===== src/common/image_geom_pkg.sv =====
package image_geom_pkg;

    // frame geometry
    localparam int IMAGE_WIDTH  = 8;
    localparam int IMAGE_HEIGHT = 6;
    localparam int CHANNELS     = 4;

    // pooling window, non-overlapping
    localparam int WINDOW_SIZE       = 2;
    localparam int WINDOWS_PER_ROW   = IMAGE_WIDTH / WINDOW_SIZE;
    localparam int WINDOWS_PER_FRAME = WINDOWS_PER_ROW * (IMAGE_HEIGHT / WINDOW_SIZE);

    localparam int ROW_BITS    = $clog2(IMAGE_HEIGHT);
    localparam int COL_BITS    = $clog2(IMAGE_WIDTH);
    localparam int WINDOW_BITS = $clog2(WINDOWS_PER_FRAME);

    // coordinates inside one frame
    typedef logic [ROW_BITS-1:0] row_t;
    typedef logic [COL_BITS-1:0] col_t;

    // running window number within a scan
    typedef logic [WINDOW_BITS-1:0] window_index_t;

endpackage


===== src/common/pixel_pkg.sv =====
package pixel_pkg;

    localparam int DATA_BITS = 32;

    // one sample of one channel
    typedef logic [DATA_BITS-1:0] data_word_t;

    // one raster pixel, word per channel
    typedef data_word_t [image_geom_pkg::CHANNELS-1:0] pixel_vec_t;

    // 2x2 block of one channel, indexed [row][col]
    typedef data_word_t [image_geom_pkg::WINDOW_SIZE-1:0][image_geom_pkg::WINDOW_SIZE-1:0]
        window_t;

    // same window position across all channels
    typedef window_t [image_geom_pkg::CHANNELS-1:0] window_vec_t;

endpackage


===== src/common/store_if.sv =====
`timescale 1ns/1ps

interface store_if;

    // raster write port
    logic                   wr_en;
    image_geom_pkg::row_t   wr_row;
    image_geom_pkg::col_t   wr_col;
    pixel_pkg::pixel_vec_t  wr_pixel;

    // window read port, corner is top-left
    image_geom_pkg::row_t   rd_row;
    image_geom_pkg::col_t   rd_col;
    pixel_pkg::window_vec_t rd_window;

    modport fill (
        output wr_en, wr_row, wr_col, wr_pixel
    );

    modport scan (
        output rd_row, rd_col,
        input  rd_window
    );

    modport store (
        input  wr_en, wr_row, wr_col, wr_pixel,
        input  rd_row, rd_col,
        output rd_window
    );

endinterface


===== src/frame_store/raster_fill.sv =====
`timescale 1ns/1ps

module raster_fill (
    input  logic                  clk,
    input  logic                  rst_n,
    input  logic                  pixel_valid,
    input  pixel_pkg::pixel_vec_t pixel_in,
    input  logic                  scan_last,
    output logic                  scan_start,
    output logic                  reading,
    store_if.fill                 bus
);

    localparam image_geom_pkg::row_t LAST_ROW =
        image_geom_pkg::row_t'(image_geom_pkg::IMAGE_HEIGHT - 1);
    localparam image_geom_pkg::col_t LAST_COL =
        image_geom_pkg::col_t'(image_geom_pkg::IMAGE_WIDTH - 1);

    image_geom_pkg::row_t row;
    image_geom_pkg::col_t col;
    logic                 accept;
    logic                 last_pixel;

    // pixels offered during the scan are dropped
    assign accept     = pixel_valid && !reading;
    assign last_pixel = accept && (row == LAST_ROW) && (col == LAST_COL);

    assign bus.wr_en    = accept;
    assign bus.wr_row   = row;
    assign bus.wr_col   = col;
    assign bus.wr_pixel = pixel_in;

    // raster position
    always_ff @(posedge clk or negedge rst_n) begin
        if (!rst_n) begin
            row <= '0;
            col <= '0;
        end else if (accept) begin
            if (col == LAST_COL) begin
                col <= '0;
                if (row == LAST_ROW) begin
                    row <= '0;
                end else begin
                    row <= row + 1'b1;
                end
            end else begin
                col <= col + 1'b1;
            end
        end
    end

    // fill / scan phase
    always_ff @(posedge clk or negedge rst_n) begin
        if (!rst_n) begin
            reading    <= 1'b0;
            scan_start <= 1'b0;
        end else begin
            scan_start <= last_pixel;
            if (last_pixel) begin
                reading <= 1'b1;
            end else if (scan_last) begin
                reading <= 1'b0;
            end
        end
    end

    // scanner may only finish a scan this block started
    scan_last_in_phase: assert property (
        @(posedge clk) disable iff (!rst_n)
        scan_last |-> reading
    ) else $error("scan_last outside the reading phase");

endmodule


===== src/flat_wrapper.sv =====
// flat-port wrapper written by rule: the top's interface ports become plain ports
module raster_fill_flat 
  (clk, rst_n, pixel_valid, pixel_in, scan_last, scan_start, reading, bus_wr_en, bus_wr_row, bus_wr_col, bus_wr_pixel);
  store_if bus_i ();
  input  logic clk;
  input  logic rst_n;
  input  logic pixel_valid;
  input  pixel_pkg::pixel_vec_t pixel_in;
  input  logic scan_last;
  output logic scan_start;
  output logic reading;
  output wire logic [$bits(bus_i.wr_en)-1:0] bus_wr_en;
  output wire logic [$bits(bus_i.wr_row)-1:0] bus_wr_row;
  output wire logic [$bits(bus_i.wr_col)-1:0] bus_wr_col;
  output wire logic [$bits(bus_i.wr_pixel)-1:0] bus_wr_pixel;
  assign bus_wr_en = bus_i.wr_en;
  assign bus_wr_row = bus_i.wr_row;
  assign bus_wr_col = bus_i.wr_col;
  assign bus_wr_pixel = bus_i.wr_pixel;
  raster_fill u_core (.clk(clk), .rst_n(rst_n), .pixel_valid(pixel_valid), .pixel_in(pixel_in), .scan_last(scan_last), .scan_start(scan_start), .reading(reading), .bus(bus_i));
endmodule

===== config.mk =====
export PLATFORM = sky130hd
export DESIGN_NAME = raster_fill_flat
export DESIGN_NICKNAME = d
export VERILOG_FILES = /design/src/common/image_geom_pkg.sv /design/src/common/pixel_pkg.sv /design/src/common/store_if.sv /design/src/frame_store/raster_fill.sv /design/src/flat_wrapper.sv
export SDC_FILE = /design/constraint.sdc
export NUM_CORES = 1
export LEC_CHECK = 0
export BUFFER_PORTS_ARGS = -buffer_cell sky130_fd_sc_hd__buf_2
export CAP_MARGIN = 20
export CORE_AREA = 2 2 104 106
export CTS_CLUSTER_SIZE = 24
export DETAILED_ROUTE_END_ITERATION = 8
export DIE_AREA = 0 0 106 108
export PLACE_DENSITY_LB_ADDON = 0.15
export SYNTH_ARGS = -nofsm -noshare
export SYNTH_HDL_FRONTEND = slang
export SYNTH_SLANG_ARGS = --single-unit

===== constraint.sdc =====
create_clock -name clk -period 2.15 [get_ports clk]
set_input_delay 0.1075 -clock clk [delete_from_list [all_inputs] [get_ports clk]]
set_output_delay 0.1075 -clock clk [all_outputs]
set_load 0.03 [all_outputs]

==> impl_results.md <==
* Max IR drop VDD at 0.104 mV
* Storage element area at 200 um2
* Vias at 396
* Antenna violations before repair at 0
* Final hold violations at 0
* WP data arrival at 1.53 ns
* Commonest cells after routing, fill and taps aside: buf_2 (12), dfrtp_1 (8), mux2_2 (3), clkbuf_8 (3)
* DIE AREA at 11400 um2
* RSZ-0062 raised after global routing: false
* Largest net degree at the start of global routing at 9
* CP endpoint kind: flop
* Wirelength per Cell at 12.0 um
* Worst hold slack at 0.0895 ns
* Final Setup Violations at 0
* Sinks on the clock net at 8
* Max-cap viol count at 0
* Vias in the first global route at 456
* Final WL at 2160 um
* Final period utilization at 0.658
* ANT nets after route at 0
* Fin area at 673 um2
* Final cell count without fillers at 179
* Syn_area_per_cell at 8.73 um2
* Diode count at 0
* Max Transition Viols Final at 0
* Seq/Total Area, Yosys at 0.148
* Lkg Pwr at 0.277 nW
* Area Growth Syn to Fin at -50.2%
* Kind of critical path: flop to flop
* Area of the multi-input gates at 188 um2
* First-pass GRT wire length at 2960 um
* CTS tree: yes
* Clock slew at reported path FFs at 0.04 ns
* Status: complete, no violations
* Nets at 179
* Postcts setup bufs at 0
* Crit Path Max Fanout at 4
* Startpoint Class: flop
* Core area at 10200 um2
* Overflow after GRT at 0
* P_int at 0.476 mW
* Fin util at 0.0658
* Chip height at 108 um
* DRC viols at 0
* Placed insts at 175
* Filler cell count at 1183
* Port bufs at 12
* CTS max path bufs at 2
* Clock power frac at 0.225
* Hold Crit Class: input pin to flop
* Post-synthesis register bit count at 8
* Setup_tns at 0 ns
* Synth Warn # at 0
* DP HPWL at 1780 um
* Register share of total power at 0.341
* Synth Instances at 155
* Netlist cell types at 15
* Row count at 37
* Final Skew at 0.00270 ns
* Most common library cell in the layout ignoring fill and taps: buf_2
* Ports at 269
* Syn Nets at 289
* Worst Tran Pin Value at 0.227 ns
* CTS resizes at 0
* Synthesized area at 1350 um2
* H-tree depth at 1
* Fin crit period at 1.42 ns
* RePlAce Congestion at 0.621
* Pre-antenna DRT Iters at 2
* GR Util All Layers at 0.0357
* Later-pin clock latency in the skew report at 0.23 ns
* Share of layout cells above drive strength 1 at 0.535
* Initial DRC count at 6
* Worst path required time at 2.26 ns
* Fmax at 0.706 GHz
* Via density at 2.21
* Sw Ratio at 0.419
* Power Dens Cells at 1220 nW/um2
* Switching pwr at 0.343 mW
* Placed instance area at 622 um2
* Max-slew headroom at 0.848
* CTS root buf: clkbuf_8
* Power share of the combinational group at 0.434
* Initial Util at 0.132
* Cts bufs inserted at 3
* Die W at 106 um
-- layer usage --
layer,share of wire,global-route usage
met3,0.16,0.0163
met2,0.47,0.0502
met5,0,0
met1,0.19,0.0207
met4,0.18,0.0827
-- registers in the layout (all words and copies together), names as in the netlist --
register and count:
u_core.reading 1, u_core.bus.wr_row 3, u_core.scan_start 1, u_core.bus.wr_col 3
-- stage by stage --
stage | total power [mW] | worst slack [ns]
after detailed placement | 0.652 | 0.718
after global routing | 0.887 | 0.661
after floorplan | 0.976 | 0.642
final | 0.819 | 0.735
after global placement | 0.657 | 0.750
after CTS | 0.846 | 0.714
-- cell usage after synthesis (all sizes together) --
library cell | number | area share
nand3b | 1 | 0.0056
nand2 | 1 | 0.0028
inv | 1 | 0.0028
buf | 128 | 0.71
ha | 2 | 0.018
nor3 | 1 | 0.0037
nor2b | 3 | 0.019
xnor2 | 1 | 0.0065
dfrtp | 8 | 0.15
o32ai | 1 | 0.012
nand4b | 1 | 0.018
nor2 | 2 | 0.0056
mux2 | 5 | 0.047
-- worst max-delay path, cell delays in order, from the launching register on --
cell and delay, ns:
dfrtp_1 0.40, ha_1 0.21, ha_1 0.26, nand4b_4 0.14
mux2_4 0.30
-- power groups by stage --
stage               combinational [mW]  sequential (mW)  clock [mW]
detailed placement               0.368            0.284           0
global placement                 0.374            0.283           0
finish                           0.355            0.280       0.184
CTS                              0.369            0.283       0.194
floorplan                        0.594            0.382           0
global route                     0.392            0.292       0.203
-- path summary, 6_finish.rpt --
kind                                 startpoint              endpoint  slack, ns  cells after the start
max reg2reg                u_core.bus.wr_col[0]  u_core.bus.wr_row[2]       0.73                      4
max                        u_core.bus.wr_col[0]  u_core.bus.wr_row[2]       0.73                      4
min in group asynchronous                 rst_n  u_core.bus.wr_row[1]       0.27                      2
min reg2reg                u_core.bus.wr_col[2]  u_core.bus.wr_col[2]       0.53                      1
max in group asynchronous                 rst_n  u_core.bus.wr_row[0]       1.70                      2
min                                   scan_last        u_core.reading       0.09                      2
-- layout make-up --
type,count,area share
Clock buffer,3,0.0613
Inverter,1,0.00558
Multi-Input combinational cell,18,0.279
Sequential cell,8,0.297
Tap cell,136,0.253
Timing Repair Buffer,13,0.104
-- kinds of logic (layout without fill, tap and decap cells) --
family,count (synthesis),in the layout,synth area share
buffers and inverters,129,17,0.713
AO/OA/AOI/OAI,1,1,0.0120
multiplexers,5,5,0.0472
AND/OR/NAND/NOR,9,9,0.0546
adder cells (fa/ha/maj),2,2,0.0185
XOR/XNOR,1,1,0.00648
flip-flops,8,8,0.148
-- repair_timing --
action                                 CTS  global route
setup endpoints to repair                0             0
endpoints found under the hold margin    8             0
hold buffers                             1             0
Power figures use the tool's default switching activity.
