### config.mk
export PLATFORM = sky130hd
export DESIGN_NAME = window_scan_flat
export DESIGN_NICKNAME = d
export VERILOG_FILES = /design/src/common/image_geom_pkg.sv /design/src/common/pixel_pkg.sv /design/src/common/store_if.sv /design/src/window_scan/window_scan.sv /design/src/flat_wrapper.sv
export SDC_FILE = /design/constraint.sdc
export NUM_CORES = 1
export LEC_CHECK = 0
export ABC_AREA = 1
export BUFFER_PORTS_ARGS = -buffer_cell sky130_fd_sc_hd__buf_2
export CAP_MARGIN = 10
export CORE_AREA = 2 2 399 401
export DETAILED_ROUTE_END_ITERATION = 10
export DIE_AREA = 0 0 401 403
export PLACE_DENSITY = 0.39
export SYNTH_ARGS = -nofsm -noshare
export SYNTH_HDL_FRONTEND = slang
export SYNTH_SLANG_ARGS = --single-unit
### constraint.sdc
create_clock -name clk -period 8.6 [get_ports clk]
set_input_delay 0.43 -clock clk [delete_from_list [all_inputs] [get_ports clk]]
set_output_delay 0.43 -clock clk [all_outputs]
set_load 0.05 [all_outputs]
### src/common/image_geom_pkg.sv
package image_geom_pkg;

    // frame geometry
    localparam int IMAGE_WIDTH  = 8;
    localparam int IMAGE_HEIGHT = 6;
    localparam int CHANNELS     = 4;

    // pooling window, non-overlapping
    localparam int WINDOW_SIZE       = 2;
    localparam int WINDOWS_PER_ROW   = IMAGE_WIDTH / WINDOW_SIZE;
    localparam int WINDOWS_PER_FRAME = WINDOWS_PER_ROW * (IMAGE_HEIGHT / WINDOW_SIZE);

    localparam int ROW_BITS    = $clog2(IMAGE_HEIGHT);
    localparam int COL_BITS    = $clog2(IMAGE_WIDTH);
    localparam int WINDOW_BITS = $clog2(WINDOWS_PER_FRAME);

    // coordinates inside one frame
    typedef logic [ROW_BITS-1:0] row_t;
    typedef logic [COL_BITS-1:0] col_t;

    // running window number within a scan
    typedef logic [WINDOW_BITS-1:0] window_index_t;

endpackage

### src/common/pixel_pkg.sv
package pixel_pkg;

    localparam int DATA_BITS = 32;

    // one sample of one channel
    typedef logic [DATA_BITS-1:0] data_word_t;

    // one raster pixel, word per channel
    typedef data_word_t [image_geom_pkg::CHANNELS-1:0] pixel_vec_t;

    // 2x2 block of one channel, indexed [row][col]
    typedef data_word_t [image_geom_pkg::WINDOW_SIZE-1:0][image_geom_pkg::WINDOW_SIZE-1:0]
        window_t;

    // same window position across all channels
    typedef window_t [image_geom_pkg::CHANNELS-1:0] window_vec_t;

endpackage

### src/common/store_if.sv
`timescale 1ns/1ps

interface store_if;

    // raster write port
    logic                   wr_en;
    image_geom_pkg::row_t   wr_row;
    image_geom_pkg::col_t   wr_col;
    pixel_pkg::pixel_vec_t  wr_pixel;

    // window read port, corner is top-left
    image_geom_pkg::row_t   rd_row;
    image_geom_pkg::col_t   rd_col;
    pixel_pkg::window_vec_t rd_window;

    modport fill (
        output wr_en, wr_row, wr_col, wr_pixel
    );

    modport scan (
        output rd_row, rd_col,
        input  rd_window
    );

    modport store (
        input  wr_en, wr_row, wr_col, wr_pixel,
        input  rd_row, rd_col,
        output rd_window
    );

endinterface

### src/window_scan/window_scan.sv
`timescale 1ns/1ps

module window_scan (
    input  logic                          clk,
    input  logic                          rst_n,
    input  logic                          scan_start,
    output logic                          scan_last,
    store_if.scan                         bus,
    output logic                          window_valid,
    output pixel_pkg::window_vec_t        window_out,
    output image_geom_pkg::window_index_t window_index,
    output logic                          frame_done
);

    localparam image_geom_pkg::row_t LAST_CORNER_ROW =
        image_geom_pkg::row_t'(image_geom_pkg::IMAGE_HEIGHT - image_geom_pkg::WINDOW_SIZE);
    localparam image_geom_pkg::col_t LAST_CORNER_COL =
        image_geom_pkg::col_t'(image_geom_pkg::IMAGE_WIDTH - image_geom_pkg::WINDOW_SIZE);
    localparam image_geom_pkg::row_t ROW_STEP =
        image_geom_pkg::row_t'(image_geom_pkg::WINDOW_SIZE);
    localparam image_geom_pkg::col_t COL_STEP =
        image_geom_pkg::col_t'(image_geom_pkg::WINDOW_SIZE);

    image_geom_pkg::row_t          corner_row;
    image_geom_pkg::col_t          corner_col;
    image_geom_pkg::window_index_t scan_idx;
    logic                          active;
    logic                          issue;

    // first address goes out in the start cycle itself
    assign issue     = scan_start || active;
    assign scan_last = issue && (corner_row == LAST_CORNER_ROW) &&
                       (corner_col == LAST_CORNER_COL);

    assign bus.rd_row = corner_row;
    assign bus.rd_col = corner_col;

    // corner walk, stride 2, wraps to 0 after the last window
    always_ff @(posedge clk or negedge rst_n) begin
        if (!rst_n) begin
            active     <= 1'b0;
            corner_row <= '0;
            corner_col <= '0;
            scan_idx   <= '0;
        end else begin
            if (scan_start) begin
                active <= 1'b1;
            end else if (scan_last) begin
                active <= 1'b0;
            end
            if (issue) begin
                scan_idx <= scan_last ? '0 : scan_idx + 1'b1;
                if (corner_col == LAST_CORNER_COL) begin
                    corner_col <= '0;
                    corner_row <= (corner_row == LAST_CORNER_ROW) ? '0 : corner_row + ROW_STEP;
                end else begin
                    corner_col <= corner_col + COL_STEP;
                end
            end
        end
    end

    // output strobe, index and sticky done
    always_ff @(posedge clk or negedge rst_n) begin
        if (!rst_n) begin
            window_valid <= 1'b0;
            window_index <= '0;
            frame_done   <= 1'b0;
        end else begin
            window_valid <= issue;
            if (issue) begin
                window_index <= scan_idx;
            end
            if (scan_last) begin
                frame_done <= 1'b1;
            end
        end
    end

    always_ff @(posedge clk) begin
        if (issue) begin
            window_out <= bus.rd_window;
        end
    end

    // a new frame may only be handed over once the previous scan ended
    no_start_while_scanning: assert property (
        @(posedge clk) disable iff (!rst_n)
        scan_start |-> !active
    ) else $error("scan_start while a scan is running");

    index_in_range: assert property (
        @(posedge clk) disable iff (!rst_n)
        window_valid |-> (window_index < image_geom_pkg::WINDOWS_PER_FRAME)
    ) else $error("window_index %0d past the last window", window_index);

endmodule

### src/flat_wrapper.sv
// flat-port wrapper written by rule: the top's interface ports become plain ports
module window_scan_flat 
  (clk, rst_n, scan_start, scan_last, window_valid, window_out, window_index, frame_done, bus_rd_row, bus_rd_col, bus_rd_window);
  store_if bus_i ();
  input  logic clk;
  input  logic rst_n;
  input  logic scan_start;
  output logic scan_last;
  output logic window_valid;
  output pixel_pkg::window_vec_t window_out;
  output image_geom_pkg::window_index_t window_index;
  output logic frame_done;
  output wire logic [$bits(bus_i.rd_row)-1:0] bus_rd_row;
  output wire logic [$bits(bus_i.rd_col)-1:0] bus_rd_col;
  input wire logic [$bits(bus_i.rd_window)-1:0] bus_rd_window;
  assign bus_rd_row = bus_i.rd_row;
  assign bus_rd_col = bus_i.rd_col;
  assign bus_i.rd_window = bus_rd_window;
  window_scan u_core (.clk(clk), .rst_n(rst_n), .scan_start(scan_start), .scan_last(scan_last), .bus(bus_i), .window_valid(window_valid), .window_out(window_out), .window_index(window_index), .frame_done(frame_done));
endmodule
==> results_dict.tcl <==
set metrics [dict create \
    syn2layout_area_growth_pct 93.3 \
    hold_violations 0 \
    antenna_found_initial 42 \
    finalNetCount 2710 \
    startpoint_type "input port" \
    rsz0062_at_grt "no" \
    die_h_um 403 \
    viasPerCell 2.88 \
    overflow 0 \
    fillers 17000 \
    p_per_area_nw_per_um2 247 \
    status "complete, no violations" \
    clock_latency_ns 0.64 \
    fin_crit_ns 2.92 \
    synth.top_cell.area_share 0.956 \
    root_buffer "clkbuf_16" \
    synth_area_um2 16100 \
    cp-end-kind "flip-flop" \
    synthArstFlopShare 0.0285 \
    yosys_warnings 0 \
    portBuffers 1037 \
    final_cell_area_um2 31100 \
    worst-setup-path-type "in -> reg" \
    dieArea_um2 162000 \
    crit_path_max_fanout 133 \
    cts_sinks 527 \
    initial_utilization 0.102 \
    drive_gt1_frac 0.513 \
    grt_pass1_vias 13300 \
    critPathRequiredTime_ns 8.87 \
    synth_top_area_cell "edfxtp_1" \
    setup_viol 0 \
    syn_area_per_cell_um2 27.4 \
    cts_buffers 70 \
    cts_buffer_depth 3 \
    post_drt_wl_per_cell_um 18.2 \
    dp_hpwl_mm 61.2 \
    postRouteAntennaNets 0 \
    first_pass_iters 4 \
    grt_max_degree 156 \
    netlist_instances 586 \
    drc 0 \
    tightest_slew_ns 1.05 \
    finalMaxSlewViolations 0 \
    coreArea_um2 157000 \
    cap_violations 0 \
    cts_tree "done" \
    drt-initial-drc-count 779 \
    relSlewSlack 0.297 \
    synth_edf_count 512 \
    wirelength_mm 78.8 \
    cp.arrival_ns 3.19 \
    io_pins 1040 \
    ff2ff_setup_slack_ns 5.72 \
    synthFlopType "edfxtp_1" \
    die_x_um 401 \
    h-tree-depth 3 \
    clock_skew_ns 0.0147 \
    grt_pass1_wl_mm 104 \
    post_dp_cell_area_um2 23900 \
    place.gp.congestion 0.811 \
    ys_seq_area_frac 0.980 \
    synth.area.top_cells "edfxtp_1 (96%), dfrtp_1 (2.3%), ha_1 (0.39%)" \
    rows 146 \
    post-route-util 0.197 \
    path_clk_slew_ns 0.06 \
    synth-seq-cells 527 \
    ys_top_cells_by_count "edfxtp_1 (512), dfrtp_1 (15), nand2_1 (14)" \
    min-delay-path-class "in -> reg" \
    irDropWorstVdd_uv 149 \
    synthDistinctLibCells 19 \
    track_usage 0.0927 \
    leakagePower_uw 0.0130 \
    fmax_mhz 342 \
    finalSetupTns_ns 0 \
    synth_most_common_cell "edfxtp_1" \
    route.vias.total 12400 \
    period_share 0.340 \
]
timing repair:
item,4_1_cts,5_1_grt
buffers inserted,0,0
endpoints found under the hold margin,506,0
resized for setup,0,0
hold buffers,492,0
stage by stage:
stage	cells	setup WS (ns)	power (uW)	hold WS [ns]
final	4321	5.68	7670	0.0590
after global routing	4321	5.53	7970	0.0114
after CTS	4310	5.79	7830	0.00180
after detailed placement	3698	5.61	4670	0.420
after global placement	3698	5.62	4670	0.422
after floorplan	587	3.61	4210	0.134
path summary, 6_finish.rpt:
check	cells after the start	start	to
max in group asynchronous	2	rst_n	u_core.window_valid
max	6	scan_start	u_core.window_out[330]
max reg2reg	4	u_core.active	u_core.window_out[330]
min in group asynchronous	2	rst_n	u_core.active
min reg2reg	1	u_core.frame_done	u_core.frame_done
min	1	bus_rd_window[402]	u_core.window_out[402]
cell usage in the layout, fill, tap and decap left out, drive strengths merged:
master          n
bufinv          4
clkinv         15
nand2          15
nand3           3
clkinvlp        3
a21oi           4
o21ai           7
or2             1
clkbuf         89
diode          11
inv            21
conb            2
nor2            6
dlygate4sd3   492
dfrtp          15
o21a            1
edfxtp        512
nor3            1
buf          1042
ha              5
area by class of cell:
cell class | instances | area (um2) | area share
flip-flops and latches | 527 | 15800 | 0.507
clock buffers | 89 | 1880 | 0.0603
well taps | 2072 | 2590 | 0.0834
inverters | 12 | 45.0 | 0.00145
clock inverters | 31 | 345 | 0.0111
multi-input cells | 45 | 270 | 0.00869
diodes | 11 | 27.5 | 0.000886
repair buffers | 1534 | 10200 | 0.327
where the power goes:
part / total (uW) / internal, uW / switching (uW)
clock: 2880 / 1680 / 1200
combinational: 1580 / 408 / 1170
sequential: 3220 / 3120 / 100
routing by layer:
metal,share of wire,track usage,vias to the layer above
met5,0.0020,0,-
met4,0.040,0.0448,24
met3,0.093,0.0372,147
met2,0.47,0.148,649
met1,0.40,0.108,6045
li1,-,-,5570
critical path, stage by stage:
cell	delay, ns
dlygate4sd3_1	0.51
buf_2	0.12
inv_2	0.06
nand2_8	0.33
buf_12	0.46
buf_4	0.77
sequential cells by signal, summed over array words and instances (netlist names):
name and flops:
u_core.window_out 512, u_core.scan_idx 4, u_core.window_index 4, u_core.bus.rd_col 2, u_core.bus.rd_row 2, u_core.active 1, u_core.frame_done 1, u_core.window_valid 1
cells by family (layout without fill, tap and decap cells):
group           Yosys count  count (layout)  synth area share
fa+ha+maj                 5               5           0.00389
other cells               1              13          0.000233
flops                   527             527             0.980
buf+inv                  15            1666           0.00443
simple gates             26              26           0.00778
compound gates           12              12           0.00412
(Power assumes the default switching activity.)
